==> src/pmp_pkg.sv <==
// Widths, region flag positions, data opcode and requester state enums
package pmp_pkg;

    // Bus widths
    localparam int ADDR_W = 32;  // Word address
    localparam int DATA_W = 32;  // Memory word

    // Region flags, packed as {valid, lock, read, write, execute}
    localparam int FL_W     = 5;
    localparam int FL_X     = 0;
    localparam int FL_W_BIT = 1;
    localparam int FL_R     = 2;
    localparam int FL_L     = 3;
    localparam int FL_V     = 4;

    // Data port opcode
    typedef enum logic {
        OP_LOAD  = 1'b0,
        OP_STORE = 1'b1
    } mem_op_e;

    // Shared requester FSM states
    typedef enum logic [2:0] {
        IDLE      = 3'd0,  // Waiting for a request
        CHECK     = 3'd1,  // Address is in the permission lookup
        WAIT_GNT  = 3'd2,  // Requesting the memory
        WAIT_DATA = 3'd3,  // Read issued, data arrives this cycle
        RESP      = 3'd4   // Holding the response
    } port_state_e;

endpackage

==> src/pmp_cfg_port.sv <==
// Region configuration write port with handshake and lock enforcement
`timescale 1ns/1ns

module pmp_cfg_port #(
    parameter int PMP_REGIONS = 4,
    localparam int RGN_W = (PMP_REGIONS > 1) ? $clog2(PMP_REGIONS) : 1
) (
    input  logic                       i_clk,
    input  logic                       i_nrst,
    input  logic                       i_cfg_valid,
    input  logic [RGN_W-1:0]           i_cfg_region,
    input  logic [pmp_pkg::ADDR_W-1:0] i_cfg_start,
    input  logic [pmp_pkg::ADDR_W-1:0] i_cfg_end,
    input  logic [pmp_pkg::FL_W-1:0]   i_cfg_flags,
    output logic                       o_cfg_ready,
    output logic                       o_we,      // One-cycle table write
    output logic [RGN_W-1:0]           o_region,
    output logic [pmp_pkg::ADDR_W-1:0] o_start,
    output logic [pmp_pkg::ADDR_W-1:0] o_end,
    output logic [pmp_pkg::FL_W-1:0]   o_flags
);

    import pmp_pkg::*;

    logic                   busy_q;  // Cycle after an accepted write
    logic [PMP_REGIONS-1:0] lock_q;  // Regions frozen until reset
    logic                   accept;
    logic                   pass;    // Accepted and target not locked

    assign o_cfg_ready = ~busy_q;
    assign accept      = i_cfg_valid & o_cfg_ready;
    assign pass        = accept & ~lock_q[i_cfg_region];

    always_ff @(posedge i_clk or negedge i_nrst) begin
        if (!i_nrst) begin
            busy_q <= 1'b0;
            o_we   <= 1'b0;
            lock_q <= '0;
        end else begin
            busy_q <= accept;
            o_we   <= pass;  // Locked writes vanish here
            if (pass && i_cfg_flags[FL_L] && i_cfg_flags[FL_V]) begin
                lock_q[i_cfg_region] <= 1'b1;
            end
        end
    end

    // Write payload, only meaningful while o_we is high
    always_ff @(posedge i_clk) begin
        if (accept) begin
            o_region <= i_cfg_region;
            o_start  <= i_cfg_start;
            o_end    <= i_cfg_end;
            o_flags  <= i_cfg_flags;
        end
    end

endmodule

==> config.mk <==
export PLATFORM = sky130hd
export DESIGN_NAME = pmp_cfg_port
export DESIGN_NICKNAME = d
export VERILOG_FILES = /design/src/pmp_pkg.sv /design/src/pmp_cfg_port.sv
export SDC_FILE = /design/constraint.sdc
export NUM_CORES = 1
export LEC_CHECK = 0
export BUFFER_PORTS_ARGS = -buffer_cell sky130_fd_sc_hd__buf_2
export CELL_PAD_IN_SITES_DETAIL_PLACEMENT = 1
export CELL_PAD_IN_SITES_GLOBAL_PLACEMENT = 2
export CORE_ASPECT_RATIO = 1.2
export CORE_MARGIN = 4
export CORE_UTILIZATION = 30
export DETAILED_ROUTE_END_ITERATION = 8
export HOLD_SLACK_MARGIN = 0.1
export PLACE_DENSITY_LB_ADDON = 0.1
export SYNTH_ARGS = -nofsm -noshare
export SYNTH_HDL_FRONTEND = slang
export SYNTH_SLANG_ARGS = --single-unit
==> constraint.sdc <==
create_clock -name i_clk -period 9.3 [get_ports i_clk]
set_input_delay 0.93 -clock i_clk [delete_from_list [all_inputs] [get_ports i_clk]]
set_output_delay 0.93 -clock i_clk [all_outputs]
set_load 0.01 [all_outputs]
==> insert_results.sql, run 1 <==
INSERT INTO impl_metrics (metric_group, metric, value, unit) VALUES
('timing', 'totalNegativeSetupSlack', '0', 'ns'),
('grt', 'globalRouteMet2Util', '20.0', '%'),
('synth', 'yosys_warnings', '0', ''),
('timing', 'layout_worst_path_cycle_share', '23.8', '%'),
('synth', 'synth.avg_cell_area', '27.0', 'um^2'),
('cts', 'cts.sink_count', '77', ''),
('cells_and_area', 'multiInputGateArea', '87.6', 'um^2'),
('cells_and_area', 'layout.core_utilization', '44.4', '%'),
('synth', 'synth_cells', '88', ''),
('timing', 'timing_worst_slew_pin_value', '0.702', 'ns'),
('cells_and_area', 'area.growth.synth_to_final', '44.3', '%'),
('cts', 'cts_tree', 'done', ''),
('die', 'fp.coreArea', '0.00771', 'mm^2'),
('grt', 'antenna_found_initial', '0', ''),
('cts', 'cts-buffers-inserted', '9', ''),
('timing', 'timing_max_transition_violations_final', '0', ''),
('timing', 'timing.slew.headroom', '53.2', '%'),
('cts', 'cts-root-to-sink-buffers', '2', ''),
('die', 'top_level_ports', '147', ''),
('synth', 'yosysSeqAreaShare', '96.2', '%'),
('place', 'placed_cells', '327', ''),
('place', 'placed_standard_cell_area', '0.00323', 'mm^2'),
('cells_and_area', 'stdcell_area', '0.00343', 'mm^2'),
('place', 'post-dp-hpwl', '4.30', 'mm'),
('routing', 'drtAntennaViolNets', '0', ''),
('grt', 'top_usage_layer', 'met2', ''),
('routing', 'vias_after_detailed_routing', '1449', ''),
('grt', 'pin_count_of_the_biggest_net_entering_global_routing', '57', ''),
('cts', 'post_cts.resized_instances', '0', ''),
('grt', 'gr-usage-met3', '3.75', '%'),
('synth', 'synth-seq-cells', '77', ''),
('synth', 'synth_top_cell_by_area', 'edfxtp_1', ''),
('timing', 'finalClockSkew', '0.00633', 'ns'),
('grt', 'met1_usage', '13.7', '%'),
('power_and_ir_drop', 'total_leakage_power', '0.00146', 'uW'),
('power_and_ir_drop', 'irDropWorstVdd', '99.8', 'uV'),
('synth', 'synth_area', '0.00237', 'mm^2'),
('die', 'die_area', '0.00941', 'mm^2'),
('place', 'placement.io_buffers', '146', ''),
('synth', 'syn_nets', '162', ''),
('worst_setup_path', 'crit_family', 'buffers and inverters', ''),
('cells_and_area', 'num_antenna_cells', '0', ''),
('timing', 'setup_repair_after_global_routing_missed_its_margin', 'false', ''),
('cells_and_area', 'finish.net_count', '320', ''),
('grt', 'number_of_global_route_vias_before_repair', '1511', ''),
('worst_setup_path', 'critical_path_buf_inv_count', '2', ''),
('cells_and_area', 'final_cell_mix', 'buf_2, edfxtp_1, clkbuf_8, dfrtp_1, a31o_2', ''),
('cells_and_area', 'instances_no_fill', '343', ''),
('synth', 'synthDistinctLibCells', '7', ''),
('power_and_ir_drop', 'p_per_area', '207', 'mW/mm^2'),
('cts', 'cts_root_buf', 'clkbuf_8', ''),
('worst_setup_path', 'critPathLaunchType', 'input port', ''),
('place', 'place_congestion', '0.684', ''),
('grt', 'grt_util_all_layers', '12.0', '%'),
('cts', 'clk_lat_worst_skew', '0.33', 'ns'),
('routing', 'wl', '5.73', 'mm'),
('timing', 'period_minus_slack', '2.21', 'ns'),
('routing', 'route.detailed.vias_per_inst', '4.22', ''),
('synth', 'yosysTopAreaCellShare', '89.8', '%'),
('synth', 'synth_top_cells_by_area', 'edfxtp_1, dfrtp_1, a31o_2, mux4_2, nor2b_1', ''),
('routing', 'drtPass1Iterations', '4', ''),
('cells_and_area', 'sequential_cell_area', '0.00228', 'mm^2'),
('die', 'chipHeight', '105', 'um'),
('worst_setup_path', 'critPathKind', 'in -> reg', ''),
('worst_setup_path', 'worst-path-max-fanout', '56', ''),
('die', 'std_cell_rows', '35', ''),
('cells_and_area', 'filler_cell_count', '814', ''),
('timing', 'max_freq', '453', 'MHz'),
('cts', 'post_cts_buffers', '0', ''),
('outcome', 'outcome', 'completed', ''),
('worst_setup_path', 'setup.worst_path.end_class', 'register', '');
==> Yosys cell counts, drive strengths merged <==
library cell,count
and4b,1
edfxtp,71
mux4,1
dfrtp,6
nor2b,2
inv,3
a31o,4
==> worst reg2reg max path: stages, from the launching register on <==
cell and delay, ns:
dfrtp_1 0.43, nor2b_4 0.44, buf_4 0.67
==> worst paths after layout <==
| path | slack (ns) | startpoint | endpoint | depth (start not counted) |
|---|---|---|---|---|
| setup / recovery | 7.09 | i_cfg_valid | o_region[0]$_DFFE_PP_ | 3 |
| hold / removal | 0.41 | i_nrst | o_we$_DFF_PN0_ | 1 |
| setup reg to reg | 7.36 | busy_q$_DFF_PN0_ | o_region[0]$_DFFE_PP_ | 2 |
| hold reg to reg | 0.47 | lock_q[2]$_DFFE_PN0P_ | lock_q[2]$_DFFE_PN0P_ | 1 |
| max in group asynchronous | 8.74 | i_nrst | lock_q[0]$_DFFE_PN0P_ | 1 |
| min in group i_clk | 0.47 | lock_q[2]$_DFFE_PN0P_ | lock_q[2]$_DFFE_PN0P_ | 1 |
==> report_power, final <==
| part | switching, uW | total (uW) | internal, uW |
|---|---|---|---|
| Combinational | 31.1 | 58.8 | 27.7 |
| Clock | 116 | 240 | 124 |
| Sequential | 6.20 | 410 | 404 |
| Total | 153 | 709 | 555 |
==> layer usage <==
layer	routed length, um	up-vias
met4	73	0
met2	3000	76
met3	620	7
li1	-	667
met5	0	-
met1	2030	699
==> state kept, by name, summed over array words and instances (netlist names) <==
signal    flops
o_region      2
o_end        32
busy_q        1
o_flags       5
o_we          1
lock_q        4
o_start      32
==> cell families (layout without fill, tap and decap cells) <==
family	count (synthesis)	in the layout	share of synthesized area (%)
and+or+nand+nor	3	3	0.949
AOI/OAI and AO/OA	4	4	1.48
DFF	77	77	96.2
buffers and inverters	3	166	0.474
muxes	1	1	0.949
==> area by class of cell <==
type | count | area share [%]
multi-input combinational | 8 | 2.56
clock buffer | 10 | 3.73
timing repair buffer | 147 | 21.5
sequential | 77 | 66.6
tap | 92 | 3.36
inverter | 3 | 0.329
clock inverter | 6 | 1.86
==> through the flow <==
stage | hold WS (ns) | setup WS (ns)
after floorplan | 0.436 | 4.70
final | 0.413 | 7.09
after detailed placement | 0.460 | 6.71
after global placement | 0.455 | 6.76
after global routing | 0.400 | 6.97
after CTS | 0.397 | 7.07
(Power assumes the default switching activity.)
==> run 2, diff against run 1 <==
--- a/config.mk
+++ b/config.mk
@@ -10,7 +10,7 @@
 export CELL_PAD_IN_SITES_GLOBAL_PLACEMENT = 2
 export CORE_ASPECT_RATIO = 1.2
 export CORE_MARGIN = 4
-export CORE_UTILIZATION = 30
+export CORE_UTILIZATION = 28
 export DETAILED_ROUTE_END_ITERATION = 8
 export HOLD_SLACK_MARGIN = 0.1
 export PLACE_DENSITY_LB_ADDON = 0.1
==> constraint.sdc (replaced) <==
create_clock -name i_clk -period 2.1 [get_ports i_clk]
set_input_delay 0.21 -clock i_clk [delete_from_list [all_inputs] [get_ports i_clk]]
set_output_delay 0.21 -clock i_clk [all_outputs]
set_load 0.01 [all_outputs]
==> insert_results.sql, run 2 (synthesized netlist as in run 1, its figures left out) <==
INSERT INTO impl_metrics (metric_group, metric, value, unit) VALUES
('timing', 'max_freq', '747', 'MHz'),
('worst_setup_path', 'setup.worst_path.end_class', 'register', ''),
('routing', 'detailroute.wirelength.met2', '4.25', 'mm'),
('cts', 'ctsHtreeMaxLevel', '3', ''),
('worst_hold_path', 'worstHoldPathCells', '1', ''),
('worst_setup_path', 'critical_path.cell_chain', 'nor2b_4 -> buf_12', ''),
('timing', 'postLayoutSetupSlackWorst', '0.761', 'ns'),
('routing', 'route.detailed.vias_per_inst', '4.00', ''),
('place', 'placed_standard_cell_area', '0.00329', 'mm^2'),
('cells_and_area', 'filler_cell_count', '866', ''),
('timing', 'layout_worst_path_cycle_share', '63.8', '%'),
('worst_hold_path', 'worst_hold_path.endpoint', 'o_region[1]$_DFFE_PP_', ''),
('worst_setup_path', 'rr_startpoint', 'busy_q$_DFF_PN0_', ''),
('worst_setup_path', 'timing.critical_path.slowest_stage_cell', 'dfrtp_1', ''),
('place', 'post-place-ws', '0.738', 'ns'),
('job', 'cap_violations', '0', ''),
('die', 'die_area', '0.0100', 'mm^2'),
('cells_and_area', 'leading_cell_type_in_the_layout_fill_and_taps_excluded', 'buf_2', ''),
('worst_setup_path', 'worstReg2RegEnd', 'o_end[27]$_DFFE_PP_', ''),
('cts', 'clk_lat_worst_skew', '0.33', 'ns'),
('timing', 'report.final.hold_viol_count', '0', ''),
('worst_setup_path', 'worst-path-max-fanout', '35', ''),
('grt', 'grt_first_pass_wirelength', '10.8', 'mm'),
('outcome', 'outcome', 'completed', ''),
('routing', 'vias_after_detailed_routing', '1738', ''),
('die', 'floorplan.initialDensity', '29.0', '%'),
('cells_and_area', 'reg.largest.list', 'o_end: 32 flops, o_start: 32 flops, o_flags: 5 flops', ''),
('routing', 'drcViolationCount', '0', ''),
('cells_and_area', 'final_cell_mix', 'buf_2, edfxtp_1, dlygate4sd3_1, clkbuf_8, dfrtp_1', ''),
('worst_setup_path', 'rr_worst_depth', '2', ''),
('worst_hold_path', 'holdCritPathClass', 'in -> reg', ''),
('worst_hold_path', 'worstHoldStart', 'i_cfg_region[1]', ''),
('routing', 'wl', '7.29', 'mm'),
('cells_and_area', 'finish.net_count', '391', ''),
('worst_setup_path', 'crit_family', 'flip-flops', ''),
('cts', 'post_cts.resized_instances', '0', ''),
('routing', 'topRoutingLayerUsed', 'met4', ''),
('cells_and_area', 'area.growth.synth_to_final', '76.9', '%'),
('timing', 'finalClockSkew', '0.00781', 'ns'),
('worst_setup_path', 'critical_path_arrival', '1.37', 'ns'),
('worst_setup_path', 'reg2reg_setup_slack', '0.76', 'ns'),
('cells_and_area', 'instances_no_fill', '435', ''),
('timing', 'timing_max_transition_violations_final', '0', ''),
('die', 'chipHeight', '109', 'um'),
('timing', 'setup_repair_after_global_routing_missed_its_margin', 'false', ''),
('timing', 'totalNegativeSetupSlack', '0', 'ns'),
('cells_and_area', 'layout-drive-gt1-share', '52.0', '%'),
('power_and_ir_drop', 'p_per_area', '804', 'mW/mm^2'),
('cts', 'cts_root_buf', 'clkbuf_8', ''),
('worst_setup_path', 'required', '2.13', 'ns'),
('worst_setup_path', 'critPathLaunchType', 'register', ''),
('cts', 'clkTransAtPathRegs', '0.07', 'ns'),
('place', 'post-dp-hpwl', '4.56', 'mm'),
('power_and_ir_drop', 'irDropWorstVdd', '350', 'uV'),
('place', 'place_congestion', '0.695', ''),
('routing', 'route.detailed.wl_per_inst', '16.8', 'um'),
('timing', 'period_minus_slack', '1.34', 'ns'),
('timing', 'timing_worst_slew_pin_value', '0.365', 'ns'),
('routing', 'drtAntennaViolNets', '0', ''),
('die', 'top_level_ports', '147', ''),
('place', 'placement.io_buffers', '146', ''),
('die', 'fp.coreArea', '0.00820', 'mm^2'),
('grt', 'pin_count_of_the_biggest_net_entering_global_routing', '36', ''),
('cts', 'cts-root-to-sink-buffers', '2', ''),
('grt', 'grt_remaining_overflow', '0', ''),
('cts', 'cts_tree', 'done', ''),
('power_and_ir_drop', 'power', '3370', 'uW'),
('timing', 'timing.slew.headroom', '75.6', '%'),
('die', 'floorplan.die.width', '92.1', 'um'),
('cells_and_area', 'num_antenna_cells', '0', ''),
('routing', 'met3_wirelength', '427', 'um'),
('die', 'std_cell_rows', '36', ''),
('worst_setup_path', 'critical_path_buf_inv_count', '1', ''),
('worst_setup_path', 'critPathKind', 'reg -> reg', ''),
('grt', 'number_of_global_route_vias_before_repair', '2010', ''),
('routing', 'routedLengthMet1', '2.45', 'mm'),
('cts', 'cts.sink_count', '77', ''),
('timing', 'setup_viol', '0', ''),
('cells_and_area', 'stdcell_area', '0.00420', 'mm^2'),
('routing', 'drtPass1Iterations', '4', ''),
('place', 'placed_cells', '350', ''),
('worst_setup_path', 'timing.critical_path.slowest_cell_delay', '0.42', 'ns'),
('grt', 'grt_util_all_layers', '14.6', '%'),
('power_and_ir_drop', 'total_leakage_power', '0.00178', 'uW'),
('grt', 'antenna_found_initial', '0', ''),
('cts', 'cts-buffers-inserted', '9', ''),
('routing', 'drt_iter0_drc', '76', '');
-- run 2: changes by cell type in the layout (fill, tap and decap cells not counted) --
cell and delta:
buf_12 +2, clkinv_1 +1, bufinv_16 +1, clkinv_4 -1, clkinv_2 -1, clkinvlp_4 -1
dlygate4sd3_1 +70, buf_4 -1
-- run 2: worst max path at each step --
stage	slack [ns]	cells past startpoint	startpoint	end
after floorplan	0.20	1	busy_q$_DFF_PN0_	o_end[0]$_DFFE_PP_
after global placement	0.76	2	busy_q$_DFF_PN0_	o_start[0]$_DFFE_PP_
after detailed placement	0.74	2	busy_q$_DFF_PN0_	o_start[5]$_DFFE_PP_
after CTS	0.73	2	busy_q$_DFF_PN0_	o_end[17]$_DFFE_PP_
after global routing	0.67	2	busy_q$_DFF_PN0_	o_start[29]$_DFFE_PP_
final	0.76	2	busy_q$_DFF_PN0_	o_end[27]$_DFFE_PP_
-- run 2: repair_timing --
action	4_1_cts	5_1_grt
hold buffers	70	0
hold endpoints to repair	75	0
setup buffers	0	0
-- run 2: stage by stage --
stage,util (%),hold slack (ns)
floorplan,-,-0.0856
global placement,40.2,0.0453
detailed placement,40.2,0.0471
CTS,51.2,0.108
global route,51.2,0.121
finish,51.2,0.136
-- run 2: layout make-up --
cell class,instances,area (um^2),share of cell area [%]
inverters,3,11.3,0.268
clock buffers,10,128,3.04
flip-flops and latches,77,2280,54.4
multi-input cells,8,87.6,2.09
clock inverters,5,76.3,1.82
well taps,114,143,3.40
repair buffers,218,1470,35.0
-- run 2: report_power, final --
| group | switching, uW | total (uW) | internal [uW] |
|---|---|---|---|
| clock network | 517 | 1170 | 658 |
| logic | 167 | 383 | 216 |
| registers | 28.5 | 1820 | 1790 |
| total | 712 | 3370 | 2660 |
-- run 2: layer usage --
layer / vias to the layer above / GRT usage [%]
met1: 847 / 13.6
met3: 14 / 4.97
met2: 71 / 29.0
met4: 0 / 5.63
met5: - / 0
li1: 806 / -
==> run 3, diff against run 2 <==
--- a/config.mk
+++ b/config.mk
@@ -10,7 +10,7 @@
 export CELL_PAD_IN_SITES_GLOBAL_PLACEMENT = 2
 export CORE_ASPECT_RATIO = 1.2
 export CORE_MARGIN = 4
-export CORE_UTILIZATION = 28
+export CORE_UTILIZATION = 25
 export DETAILED_ROUTE_END_ITERATION = 8
 export HOLD_SLACK_MARGIN = 0.1
 export PLACE_DENSITY_LB_ADDON = 0.1
==> constraint.sdc (replaced) <==
create_clock -name i_clk -period 1.1 [get_ports i_clk]
set_input_delay 0.11 -clock i_clk [delete_from_list [all_inputs] [get_ports i_clk]]
set_output_delay 0.11 -clock i_clk [all_outputs]
set_load 0.01 [all_outputs]
==> insert_results.sql, run 3 (synthesized netlist as in run 1, its figures left out) <==
INSERT INTO impl_metrics (metric_group, metric, value, unit) VALUES
('routing', 'route.detailed.wl_per_inst', '15.1', 'um'),
('grt', 'grt_first_pass_wirelength', '10.8', 'mm'),
('cells_and_area', 'leading_cell_type_in_the_layout_fill_and_taps_excluded', 'buf_2', ''),
('routing', 'drt_iter0_drc', '37', ''),
('place', 'post-dp-hpwl', '4.68', 'mm'),
('timing', 'setup_repair_after_global_routing_missed_its_margin', 'true', ''),
('worst_setup_path', 'critical_path_arrival', '1.20', 'ns'),
('cells_and_area', 'finish.net_count', '402', ''),
('power_and_ir_drop', 'irDropWorstVdd', '504', 'uV'),
('worst_setup_path', 'required', '1.15', 'ns'),
('worst_hold_path', 'holdCritPathClass', 'in -> reg', ''),
('routing', 'drtAntennaViolNets', '0', ''),
('worst_setup_path', 'setup.worst_path.end_class', 'register', ''),
('die', 'std_cell_rows', '38', ''),
('cells_and_area', 'area.growth.synth_to_final', '83.4', '%'),
('outcome', 'outcome', 'complete, but fails checks', ''),
('timing', 'report.final.hold_viol_count', '0', ''),
('cells_and_area', 'multiInputGateArea', '88.8', 'um^2'),
('power_and_ir_drop', 'total_leakage_power', '0.00185', 'uW'),
('job', 'cap_violations', '0', ''),
('die', 'die_area', '0.0111', 'mm^2'),
('worst_setup_path', 'critPathKind', 'reg -> reg', ''),
('die', 'fp.coreArea', '0.00918', 'mm^2'),
('timing', 'timing.slew.headroom', '87.3', '%'),
('die', 'floorplan.die.width', '97.0', 'um'),
('power_and_ir_drop', 'power_frac_comb', '12.9', '%'),
('routing', 'drcViolationCount', '0', ''),
('worst_setup_path', 'critPathLaunchType', 'register', ''),
('timing', 'postLayoutSetupSlackWorst', '-0.0514', 'ns'),
('place', 'placement.io_buffers', '146', ''),
('grt', 'antenna_found_initial', '0', ''),
('worst_setup_path', 'worst-path-max-fanout', '14', ''),
('timing', 'hold_ws', '0.154', 'ns'),
('cts', 'cts_root_buf', 'clkbuf_8', ''),
('timing', 'setup_viol', '72', ''),
('cells_and_area', 'sequential_cell_area', '0.00228', 'mm^2'),
('power_and_ir_drop', 'power_frac_seq', '55.3', '%'),
('grt', 'number_of_global_route_vias_before_repair', '1976', ''),
('grt', 'grt_util_all_layers', '12.9', '%'),
('cts', 'cts_tree', 'done', ''),
('timing', 'max_freq', '869', 'MHz'),
('cells_and_area', 'final_cell_mix', 'buf_2, dlygate4sd3_1, edfxtp_1, clkbuf_8, dfrtp_1', ''),
('cts', 'cts.sink_count', '77', ''),
('grt', 'pin_count_of_the_biggest_net_entering_global_routing', '15', ''),
('die', 'chipHeight', '115', 'um'),
('timing', 'period_minus_slack', '1.15', 'ns'),
('cells_and_area', 'instances_no_fill', '452', ''),
('die', 'top_level_ports', '147', ''),
('power_and_ir_drop', 'p_int', '4920', 'uW'),
('power_and_ir_drop', 'netSwitchingPower', '1350', 'uW'),
('cts', 'ctsHtreeMaxLevel', '3', ''),
('cts', 'clkTransAtPathRegs', '0.07', 'ns'),
('outcome', 'violated_checks', 'negative setup slack', ''),
('power_and_ir_drop', 'netSwitchingFraction', '21.5', '%'),
('cells_and_area', 'layout.core_utilization', '47.5', '%'),
('cts', 'clk_lat_worst_skew', '0.34', 'ns'),
('cells_and_area', 'reg.largest.list', 'o_end: 32 flops, o_start: 32 flops, o_flags: 5 flops', ''),
('timing', 'timing_max_transition_violations_final', '0', ''),
('routing', 'vias_after_detailed_routing', '1766', ''),
('place', 'place_congestion', '0.694', ''),
('place', 'post-place-ws', '-0.0546', 'ns'),
('cts', 'cts-root-to-sink-buffers', '2', ''),
('cells_and_area', 'num_antenna_cells', '0', ''),
('grt', 'grt_remaining_overflow', '0', ''),
('timing', 'finalClockSkew', '0.0120', 'ns'),
('die', 'floorplan.initialDensity', '25.9', '%'),
('power_and_ir_drop', 'power', '6270', 'uW'),
('power_and_ir_drop', 'clockPowerShare', '31.8', '%'),
('place', 'placed_cells', '359', ''),
('power_and_ir_drop', 'p_per_area', '1440', 'mW/mm^2'),
('cells_and_area', 'layout-drive-gt1-share', '53.0', '%'),
('routing', 'route.detailed.vias_per_inst', '3.91', ''),
('cells_and_area', 'filler_cell_count', '958', ''),
('routing', 'drtPass1Iterations', '4', ''),
('routing', 'wl', '6.84', 'mm'),
('timing', 'timing_worst_slew_pin_value', '0.190', 'ns'),
('timing', 'layout_worst_path_cycle_share', '105', '%'),
('cts', 'cts-buffers-inserted', '9', '');
==> run 3: final timing paths <==
check	from	end	slack, ns	cells after the start
worst min-delay path	i_cfg_region[1]	lock_q[1]$_DFFE_PN0P_	0.15	3
worst min register to register	lock_q[0]$_DFFE_PN0P_	lock_q[0]$_DFFE_PN0P_	0.48	1
min in group asynchronous	i_nrst	lock_q[0]$_DFFE_PN0P_	0.63	3
worst max register to register	busy_q$_DFF_PN0_	o_flags[3]$_DFFE_PP_	-0.05	3
worst max-delay path	busy_q$_DFF_PN0_	o_flags[3]$_DFFE_PP_	-0.05	3
max in group asynchronous	i_nrst	o_we$_DFF_PN0_	0.27	3
==> run 3: power by group through the flow <==
stage / Sequential (uW) / Clock, uW / Combinational, uW
floorplan: 3620 / 0 / 109
global placement: 3530 / 0 / 536
detailed placement: 3530 / 0 / 546
CTS: 3470 / 2080 / 827
global route: 3490 / 2260 / 875
finish: 3470 / 1990 / 812
==> run 3: per-layer routing <==
layer,wire [um],vias to the layer above,global-route usage [%]
met5,0,-,0
li1,-,834,-
met2,3810,75,23.5
met1,2460,847,13.3
met4,93,0,4.78
met3,480,10,5.28
==> run 3: final cells by class <==
type                       instances  area share (%)
clock buffer                      10            2.93
clock inverter                     5            1.21
inverter                           3           0.259
multi-input combinational          8            2.04
sequential                        77            52.4
tap                              120            3.45
timing repair buffer             229            37.7
==> run 3: worst max-delay path, stage by stage (launching register included) <==
cell     delay, ns
dfrtp_1       0.41
nor2b_4       0.15
buf_12        0.15
buf_12        0.15
==> run 3: per-stage QoR <==
| stage | area [um^2] | TNS [ns] |
|---|---|---|
| CTS | 4350 | -3.59 |
| finish | 4350 | -2.64 |
| detailed placement | 3320 | -3.23 |
| global placement | 3320 | -3.53 |
| floorplan | 2380 | -58.45 |
| global route | 4350 | -5.25 |
==> run 3: what timing repair did <==
action | 4_1_cts | 5_1_grt
resized for setup | 9 | 0
hold buffers | 74 | 0
setup endpoints to repair | 76 | 75
pin swaps | 4 | 0
endpoints found under the hold margin | 80 | 0
setup buffers | 2 | 0
gates cloned | 2 | 0
